`src/common/jpeg_mcu_pkg.sv`:
```
`default_nettype none

package jpeg_mcu_pkg;

    // bits per sample, all three components
    parameter int PIX_W = 8;

    // pixels per block row, one ram word holds one row
    parameter int ROW_PIX = 8;
    parameter int ROW_W   = ROW_PIX * PIX_W;

    // jpeg level shift, subtracted from every sample before storage
    parameter logic [PIX_W-1:0] JPEG_BIAS = PIX_W'(128);

    // one raster pixel, cb and cr only meaningful on even column of even line
    typedef struct packed {
        logic [PIX_W-1:0] y;
        logic [PIX_W-1:0] cb;
        logic [PIX_W-1:0] cr;
    } pix_t;

    // per component valid, same field order as pix_t
    typedef struct packed {
        logic y;
        logic cb;
        logic cr;
    } pix_valid_t;

    // eight biased samples of one block row
    // s[0] is the leftmost pixel and sits in the low byte
    typedef struct packed {
        logic [ROW_PIX-1:0][PIX_W-1:0] s;
    } row_t;

    // block order inside one 4:2:0 mcu
    typedef enum logic [2:0] {
        BLK_Y0 = 3'd0,
        BLK_Y1 = 3'd1,
        BLK_Y2 = 3'd2,
        BLK_Y3 = 3'd3,
        BLK_CB = 3'd4,
        BLK_CR = 3'd5
    } blk_phase_e;

endpackage

`default_nettype wire

```
`src/verilog/raster_position.sv`:
```
`timescale 1ns/1ps
`default_nettype none

module raster_position #(
    parameter int SENSOR_X_SIZE = 720,
    parameter int SENSOR_Y_SIZE = 720
) (
    input  logic                             clk,
    input  logic                             resetn,
    input  jpeg_mcu_pkg::pix_valid_t         pix_valid_i,
    input  logic                             hold_i,
    input  logic [$clog2(SENSOR_X_SIZE)-1:0] x_size_m1_i,
    input  logic [$clog2(SENSOR_Y_SIZE)-1:0] y_size_m1_i,
    output logic [$clog2(SENSOR_X_SIZE)-1:0] pixel_count_o,
    output logic [$clog2(SENSOR_Y_SIZE)-1:0] line_count_o,
    output logic                             eof_o
);

    localparam int XW = $clog2(SENSOR_X_SIZE);
    localparam int YW = $clog2(SENSOR_Y_SIZE);

    logic [XW-1:0] col;
    logic [YW-1:0] line;
    logic          accept;
    logic          last_col;
    logic          last_line;

    // a pixel moves on only when luma is present and the buffer takes it
    assign accept    = pix_valid_i.y && !hold_i;
    assign last_col  = (col == x_size_m1_i);
    assign last_line = (line == y_size_m1_i);

    always_ff @(posedge clk) begin
        if (!resetn) begin
            col   <= '0;
            line  <= '0;
            eof_o <= 1'b0;
        end else begin
            // eof is a single cycle pulse after the last pixel
            eof_o <= accept && last_col && last_line;
            if (accept) begin
                if (last_col) begin
                    col <= '0;
                    // wrap to the top of the next frame
                    if (last_line) begin
                        line <= '0;
                    end else begin
                        line <= line + 1'b1;
                    end
                end else begin
                    col <= col + 1'b1;
                end
            end
        end
    end

    // position of the pixel currently on the input
    assign pixel_count_o = col;
    assign line_count_o  = line;

    // 4:2:0 siting, chroma only on even columns of even lines
    a_chroma_siting: assert property (@(posedge clk) disable iff (!resetn)
        (pix_valid_i.cb || pix_valid_i.cr) |-> (!col[0] && !line[0]));

endmodule

`default_nettype wire

```
`config.mk`:
```
export PLATFORM = sky130hd
export DESIGN_NAME = raster_position
export DESIGN_NICKNAME = d
export VERILOG_FILES = /design/src/common/jpeg_mcu_pkg.sv /design/src/verilog/raster_position.sv
export SDC_FILE = /design/constraint.sdc
export NUM_CORES = 1
export LEC_CHECK = 0
export ABC_AREA = 1
export BUFFER_PORTS_ARGS = -buffer_cell sky130_fd_sc_hd__buf_2
export CORE_MARGIN = 5
export CORE_UTILIZATION = 53
export DETAILED_ROUTE_END_ITERATION = 8
export PLACE_DENSITY = 0.87
export SLEW_MARGIN = 20
export SYNTH_ARGS = -nofsm -noshare
export SYNTH_HDL_FRONTEND = slang
export SYNTH_SLANG_ARGS = --single-unit
```
`constraint.sdc`:
```
create_clock -name clk -period 2.3 [get_ports clk]
set_clock_uncertainty 0.1 [all_clocks]
set_input_delay 0.23 -clock clk [delete_from_list [all_inputs] [get_ports clk]]
set_output_delay 0.23 -clock clk [all_outputs]
set_load 0.02 [all_outputs]
```
# After elaboration in Yosys (flattened, before gate mapping)
# Cells that the tools add are included.
[op_classes]
n_addsub = 2
n_eq_ne = 2
mux = 2
n_reduce_logical = 5
[op_table]
columns = ["cell", "n"]
rows = [
  ["$add A10 B1 Y10 const B", 2],
  ["$eq A10 B10 Y1", 2],
  ["$mux W10", 2],
  ["$logic_and A1 B1 Y1", 3],
  ["$reduce_and A2 Y1", 1],
  ["$logic_not A1 Y1", 1],
]
[word_totals]
register_bits = 21
in_bits = 26
out_inout_bits = 21

# Logic depth before layout (Yosys ltp)
# Gate-level depths: netlist of the first run.
[depth]
depth_word = 4
mapped_depth = 10
depth_no_buf = 10

# Worst setup path before layout of the first run
# OpenSTA, ideal clock, no wires.
[synth_path]
path_type = "register -> register"
startpoint = "register line[0], in the netlist line_count_o[0]"
endpoint = "register line[6], in the netlist line_count_o[6]"
t_arrival_ps = 1370
required_ps = 2085
path_slack_ps = 715
stages_incl_launch_ff = 9
path_buffers = 0
period_less_slack_ps = 1585
cell_sequence = "dfxtp_1 ha_1 nand2_1 nor2_1 nand2_1 nor2_1 nand2_1 a21oi_1 nor2_1"
[synth_between]
elab_chain_cells = 2
word_cells_on_any_way = 3
cone_classes = "add/sub (1); eq/ne (1); mux (1)"
[synth_lines]
columns = ["item", "line", "source"]
rows = [
  ["start: declaration", "raster_position.sv:23", "logic [YW-1:0] line;"],
  ["start signal: assignment", "raster_position.sv:48", "line <= line + 1'b1;"],
  ["$add A10 B1 Y10 / $eq A10 B10 Y1 (equally long branches)", "raster_position.sv:48, raster_position.sv:31", ""],
  ["$mux W10 *", "raster_position.sv:45", "if (last_line) begin"],
]
# Mark *: on every way between the ends. The rest lies on a longest branch, timed or not.
# A chain may end at the register's enable or synchronous reset.

# Worst setup path after layout of the first run
# Same ends and word-level chain as after synthesis.

==> results of run 1 <==
-- kinds of logic (layout without fill, tap and decap cells) --
| group | count (synthesis) | in the layout | share of synthesized area (%) |
|---|---|---|---|
| and+or+nand+nor | 130 | 130 | 41.7 |
| xor gates and xnor gates | 20 | 20 | 12.8 |
| adders and majority gates | 2 | 2 | 1.83 |
| buffers and inverters | 33 | 79 | 9.61 |
| AOI/OAI and AO/OA | 9 | 9 | 3.29 |
| DFF | 21 | 21 | 30.7 |
-- registers in the layout, summed over array words and instances (netlist names) --
| register | flops |
|---|---|
| pixel_count_o | 10 |
| eof_o | 1 |
| line_count_o | 10 |
-- worst reg2reg max path: stages (launching register included) --
cell and delay [ns]:
dfxtp_1 0.48, ha_1 0.21, nand2_1 0.08, nor2_1 0.18
nand2_1 0.10, nor2_1 0.13, nand2_1 0.06, a21oi_1 0.14
nor2_1 0.06
-- placed cells by master, fill, tap and decap left out --
cell,instances
nand2_1,68
buf_2,44
inv_1,29
nor2_1,29
dfxtp_1,21
nand3_1,19
xor2_1,11
xnor2_1,9
a21oi_1,6
nand4_1,3
nor3_1,3
clkbuf_4,3
nor2_2,2
nand2_2,2
o21ai_1,2
ha_1,2
inv_2,1
nor2_4,1
nor2_8,1
nand2_4,1
o21ai_0,1
clkinv_1,1
nor3_2,1
clkinv_2,1
-- per-stage QoR --
step           hold WS, ns  setup slack [ns]  util, %
2_1_floorplan        0.305             0.715        -
3_3_place_gp         0.409             0.697     65.0
3_5_place_dp         0.425             0.694     65.0
4_1_cts              0.116             0.667     66.1
5_1_grt              0.137             0.532     66.1
6_report             0.119             0.660     66.1
-- power by group through the flow --
stage	combinational [uW]	clock, uW	sequential, uW
floorplan	41.6	0	380
global placement	76.1	0	378
detailed placement	77.8	0	378
CTS	78.1	186	370
global route	87.3	199	370
finish	77.9	182	370
-- layer usage --
layer  track usage [%]  part of all wire [%]  routed length (um)
met4              3.72                  0.63                  19
met3              3.83                   7.0                 209
met2              32.5                    48                1420
met1              21.5                    45                1340
met5                 0                     0                   0
-- how the worst min path moves through the flow --
| stage | depth (start not counted) | to | start |
|---|---|---|---|
| detailed placement | 2 | line_count_o[9] | line_count_o[9] |
| finish | 4 | pixel_count_o[0] | hold_i |
| global placement | 2 | line_count_o[8] | line_count_o[8] |
| floorplan | 3 | pixel_count_o[0] | hold_i |
| global route | 4 | pixel_count_o[0] | hold_i |
| CTS | 4 | pixel_count_o[0] | hold_i |
-- final cells by class --
class,count,area share [%]
Tap cell,30,2.29
Clock inverter,1,0.306
Timing Repair Buffer,44,13.4
Clock buffer,3,1.38
Multi-Input combinational cell,161,49.8
Sequential cell,21,25.7
Inverter,31,7.10
==> impl_metrics.toml, run 1 <==
[cells_and_area]
final_nets = 290
multiInputGateArea_sq_um = 816
layout-drive-gt1-share_pct = 21.8
fillCellCount = 237
num_antenna_cells = 0
final_cell_area_sq_um = 1640
regArea_sq_um = 420
final_cells = 291
area_growth_pct = 19.8

[flow_run]
cap_violations = 0

[logic_synthesis]
ys_seq_area_share_pct = 30.7
synth_top_area_share_pct = 30.7
yosysMostFrequentCell = "nand2_1"
synth.avg_cell_area_sq_um = 6.36
yosysWarningCount = 0
synthesis.area_sq_um = 1370
ys_async_sr_fraction_pct = 0
yosysUniqueCellTypes = 23
synth_edf_count = 0
syn-num-nets = 243
synth_area_leader_cell = "dfxtp_1"
synth_area_leaders = "dfxtp_1 31%, nand2_1 19%, inv_1 8.0%"
synthCells = 215
ys.flop_type = "dfxtp_1"
synth_common_cells = "68 x nand2_1, 29 x inv_1, 29 x nor2_1"
ys_seq_elements = 21

[power]
p_int_uw = 465
power_uw = 629
p_leak_uw = 0.000875
seq_power_share_pct = 58.7
switchingPower_uw = 164
power_density_nw_per_um2 = 384
clock_power_share_pct = 28.9
peakVddDrop_mv = 0.347
p_comb_share_pct = 12.4
sw_frac_of_total_pct = 26.1

[global_route]
grt_pass1_wl_um = 5070
grt_max_degree = 13
first_global_vias = 1269
overflow = 0
antenna_found_initial = 0
grt_use_total_pct = 17.9

[worst_setup_path]
critPathBufInv = 0
r2r-end = "line_count_o[6]"
crit_path_start_kind = "flop"
crit_start = "line_count_o[0]"
slowest_delay_ns = 0.48
r2r_slack_ns = 0.66
cp_max_fo = 6
worstSetupPathType = "reg2reg"
cp.depth = 8
worstPathRequired_ns = 2.42
cp_slowest_cell = "dfxtp_1"
reg2reg_depth = 8
arrival_ns = 1.76
cp-endpoint = "line_count_o[6]"
path_delay_family = "simple AND/OR/NAND/NOR gates"
path_cells = "ha_1 -> nand2_1 -> nor2_1 -> nand2_1 -> nor2_1 -> nand2_1 -> a21oi_1 -> nor2_1"
r2r-start = "line_count_o[0]"
worstSetupEndpointType = "flop"

[placement]
gp_congestion = 0.813
port_buffers = 44
dp_hpwl_um = 2420
place_area_sq_um = 1610
place_inst = 287

[timing]
grt_setup_unrepaired = "false"
tightestPinTransition_ns = 0.376
min_period_ns = 1.64
fmax_mhz = 610
setup_violations = 0
min_period_over_period_pct = 71.3
slew_headroom_pct = 74.8
finalHoldViolCount = 0
setup_tns_ns = 0
slew_viol_final = 0

[detailed_routing]
drcViolationCount = 0
vias = 1406
drtIter0Drc = 48
vias_per_cell = 4.83
wl_per_cell_um = 10.3
drt_wl_total_um = 2990
dr.pass1.iters = 4
drtAntennaViolNets = 0

[cts]
clkTransAtPathRegs_ns = 0.12
post-cts-setup-buffers = 0
cts_inserted_buffers = 3
cts-resized-gates = 0
htree_levels = 1
holdBufCountCts = 0
clockRootBuffer = "clkbuf_4"
cts_max_path_buffers = 2
cts_tree = "yes"
clk_latency_ns = 0.31
clkSinkCount = 21

[floorplan]
die-area_sq_um = 3700
core_sq_um = 2480
std_cell_rows = 18
ios = 47
start_util_pct = 55.2
die_h_um = 60.8
die_w_um = 60.8

[worst_hold_path]
hold_class = "in2reg"

[outcome]
outcome = "finished clean"
Power figures use the tool's default switching activity.
==> run 2: changes to the inputs <==
Settings changed: CORE_UTILIZATION 53 to 49, PLACE_DENSITY 0.87 to 0.81.
Clock period 2.3 ns to 1.6 ns, I/O delays scaled along.
==> impl_metrics.toml, run 2 (same netlist as run 1, synthesis figures left out) <==
[floorplan]
ios = 47
start_util_pct = 50.5
die_h_um = 62.8
die-area_sq_um = 3950
die_w_um = 62.8
core_sq_um = 2710
std_cell_rows = 19

[cells_and_area]
multiInputGateArea_sq_um = 821
layout_commonest_cell = "nand2_1"
fillCellCount = 264
layout-drive-gt1-share_pct = 31.0
num_antenna_cells = 0
final_nets = 306
layout_common_cells = "67 x nand2_1, 44 x buf_2, 29 x inv_1"
area_growth_pct = 30.6
regArea_sq_um = 439

[cts]
cts_tree = "yes"
cts_max_path_buffers = 2
cts-resized-gates = 0
htree_levels = 1
clkSinkCount = 21
clockRootBuffer = "clkbuf_4"
post-cts-setup-buffers = 0
clk_latency_ns = 0.32
holdBufCountCts = 0
cts_inserted_buffers = 3
clkTransAtPathRegs_ns = 0.12

[timing]
slew_headroom_pct = 74.9
final.setup.worst_slack_ns = 0.113
min_period_ns = 1.49
min_period_over_period_pct = 92.9
tightestPinTransition_ns = 0.373
fin_hold_ws_ns = 0.0747
fmax_mhz = 673
setup_violations = 0
finalHoldViolCount = 0
slew_viol_final = 0

[global_route]
overflow = 0
grt_pass1_wl_um = 5550
first_global_vias = 1314
antenna_found_initial = 0
grt_use_total_pct = 16.9
grt_max_degree = 13

[placement]
gp_congestion = 0.787
dp_hpwl_um = 2580
port_buffers = 44
post-place-ws_ns = 0.0579

[worst_setup_path]
worstPathRequired_ns = 1.72
r2r_slack_ns = 0.11
worstSetupPathType = "reg2reg"
path_cells = "inv_1 -> nand2_1 -> nand2_1 -> nor2_1 -> nand2_2 -> nor2_8 -> nand2_4 -> nand2_2 -> nor2_1"
cp_max_fo = 11
slowest_delay_ns = 0.38
arrival_ns = 1.60
cp_slowest_cell = "dfxtp_2"
crit_path_start_kind = "flop"
worstSetupEndpointType = "flop"

[flow_run]
cap_violations = 0

[detailed_routing]
dr.pass1.iters = 4
vias = 1463
drcViolationCount = 0
drtAntennaViolNets = 0
drtIter0Drc = 59
wl_per_cell_um = 10.5
vias_per_cell = 4.75
drt_wl_total_um = 3220

[worst_hold_path]
hold_class = "in2reg"

[outcome]
outcome = "finished clean"

[power]
power_density_nw_per_um2 = 511
peakVddDrop_mv = 0.450
p_leak_uw = 0.000967
run 2: path summary, 6_finish.rpt:
kind,startpoint,to,cells past startpoint
worst max register to register,pixel_count_o[9],pixel_count_o[8],9
worst max-delay path,pixel_count_o[9],pixel_count_o[8],9
worst min register to register,line_count_o[1],line_count_o[1],2
worst min-delay path,resetn,line_count_o[5],3
run 2: worst max-delay path: cells and delay by family, from the launching register on:
family | cells | cell delay (ns)
buffers and inverters | 1 | 0.05
flip-flops | 1 | 0.38
AND/OR/NAND/NOR | 8 | 0.86
run 2: layout make-up:
class                           count  area share [%]
Clock buffer                        3            1.26
Clock inverter                      1           0.280
Inverter                           31            6.51
Multi-Input combinational cell    161            45.9
Sequential cell                    21            24.6
Tap cell                           31            2.17
Timing Repair Buffer               60            19.3
run 2: metrics by stage:
stage	area [sq um]	utilization, %	std cells	TNS, ns	power [uW]
2_1_floorplan	1370	-	215	0	606
3_5_place_dp	1730	63.9	304	0	661
4_1_cts	1760	64.9	308	0	924
5_1_grt	1790	65.9	308	-0.0101	957
3_3_place_gp	1730	63.9	304	0	658
6_report	1790	65.9	308	0	914
run 2: per-layer routing:
| layer | track usage, % | wire length (um) |
|---|---|---|
| met1 | 21.2 | 1480 |
| met2 | 27.7 | 1510 |
| met3 | 4.32 | 182 |
| met4 | 5.84 | 48 |
| met5 | 0 | 0 |
run 2: where the power goes:
group / switching (uW) / internal [uW] / leakage [uW]
Sequential: 4.09 / 524 / 0.000175
Combinational: 65.4 / 53.9 / 0.000774
Clock: 172 / 93.7 / 0.0000177
==> run 3: changes to the inputs <==
Settings changed: CORE_ASPECT_RATIO from default to 0.9.
==> impl_metrics.toml, run 3 (same netlist as run 1, synthesis figures left out) <==
[outcome]
outcome = "finished clean"

[worst_setup_path]
worstSetupEndpointType = "flop"
worstSetupPathType = "reg2reg"
worstPathRequired_ns = 1.74
arrival_ns = 1.61
crit_path_start_kind = "flop"
cp_max_fo = 5

[cells_and_area]
final_cell_area_sq_um = 1820
final_cells = 306
layout-drive-gt1-share_pct = 33.0
final_nets = 305
layout_common_cells = "67 x nand2_1, 44 x buf_2, 27 x inv_1"
final_util_pct = 67.2
num_antenna_cells = 0
layout_commonest_cell = "nand2_1"
area_growth_pct = 32.8

[global_route]
overflow = 0
grtUsageMet1_pct = 23.0
grt_pass1_wl_um = 5480
first_global_vias = 1332
use_met2_pct = 29.6
antenna_found_initial = 0
grt.busiest_layer = "met2"
grt_use_total_pct = 17.5
grt_max_degree = 13
met3_usage_pct = 3.38

[timing]
fin_hold_ws_ns = 0.121
setup_violations = 0
min_period_over_period_pct = 92.3
slew_viol_final = 0
slew_headroom_pct = 80.9
finalHoldViolCount = 0
tightestPinTransition_ns = 0.287
min_period_ns = 1.48
fmax_mhz = 677

[power]
power_density_nw_per_um2 = 498
p_leak_uw = 0.000954
peakVddDrop_mv = 0.547
power_uw = 903

[detailed_routing]
drtIter0Drc = 72
drcViolationCount = 0
vias_per_cell = 4.84
dr.pass1.iters = 4
drt_wl_total_um = 3420
drtAntennaViolNets = 0
wl_per_cell_um = 11.2
vias = 1481

[floorplan]
die-area_sq_um = 3950
ios = 47
die_h_um = 60.1
die_w_um = 65.7
start_util_pct = 50.6
core_sq_um = 2700
std_cell_rows = 18

[placement]
dp_hpwl_um = 2650
gp_congestion = 0.848
port_buffers = 44
place_inst = 301
place_area_sq_um = 1720

[cts]
cts_inserted_buffers = 3
cts_tree = "yes"
cts_max_path_buffers = 2
clk_latency_ns = 0.30
clkTransAtPathRegs_ns = 0.11
htree_levels = 1
clkSinkCount = 21
clockRootBuffer = "clkbuf_4"

[worst_hold_path]
hold_class = "in2reg"

[flow_run]
cap_violations = 0
==> run 3: critical path, stage by stage (launching register included) <==
cell and delay (ns):
dfxtp_4 0.39, ha_2 0.18, nand2_1 0.08, nor2_2 0.16
buf_4 0.13, nand4_1 0.08, xor2_1 0.14, nand2_1 0.06
o21ai_1 0.11
==> run 3: through the flow <==
| step | setup slack [ns] | TNS (ns) |
|---|---|---|
| floorplan | 0.0146 | 0 |
| global placement | 0.0796 | 0 |
| detailed placement | 0.0288 | 0 |
| CTS | 0.0192 | 0 |
| global route | -0.0244 | -0.0316 |
| finish | 0.123 | 0 |
==> run 3: final cells by class <==
class	count	area, sq um
tap	30	37.5
inverter	31	116
fill	240	887
sequential	21	440
multi-input combinational	161	858
timing repair buffer	59	337
clock buffer	4	26.3
==> run 3: report_power, final <==
group | total (uW) | leakage, uW | internal [uW] | switching, uW
clock | 251 | 0.0000150 | 97.0 | 154
combinational | 126 | 0.000765 | 55.5 | 70.6
sequential | 527 | 0.000174 | 522 | 5.00
total | 903 | 0.000954 | 674 | 229
==> run 3: final timing paths <==
kind                                      start              end  slack [ns]  cells after the start
worst min register to register  line_count_o[1]  line_count_o[1]        0.43                      2
worst max register to register  line_count_o[1]  line_count_o[8]        0.12                      8
worst min-delay path                     resetn  line_count_o[5]        0.12                      3
worst max-delay path            line_count_o[1]  line_count_o[8]        0.12                      8
==> run 3: routing by layer <==
| metal | wire [um] | up-vias |
|---|---|---|
| met1 | 1520 | 649 |
| met4 | 44 | 0 |
| met3 | 219 | 4 |
| li1 | - | 782 |
| met5 | 0 | - |
| met2 | 1630 | 46 |
==> run 3: repair_timing <==
item                                    4_1_cts  5_1_grt
hold buffers                                  0        0
endpoints found under the setup margin        0       20
gates resized for setup                       0       27
setup buffers                                 0        1
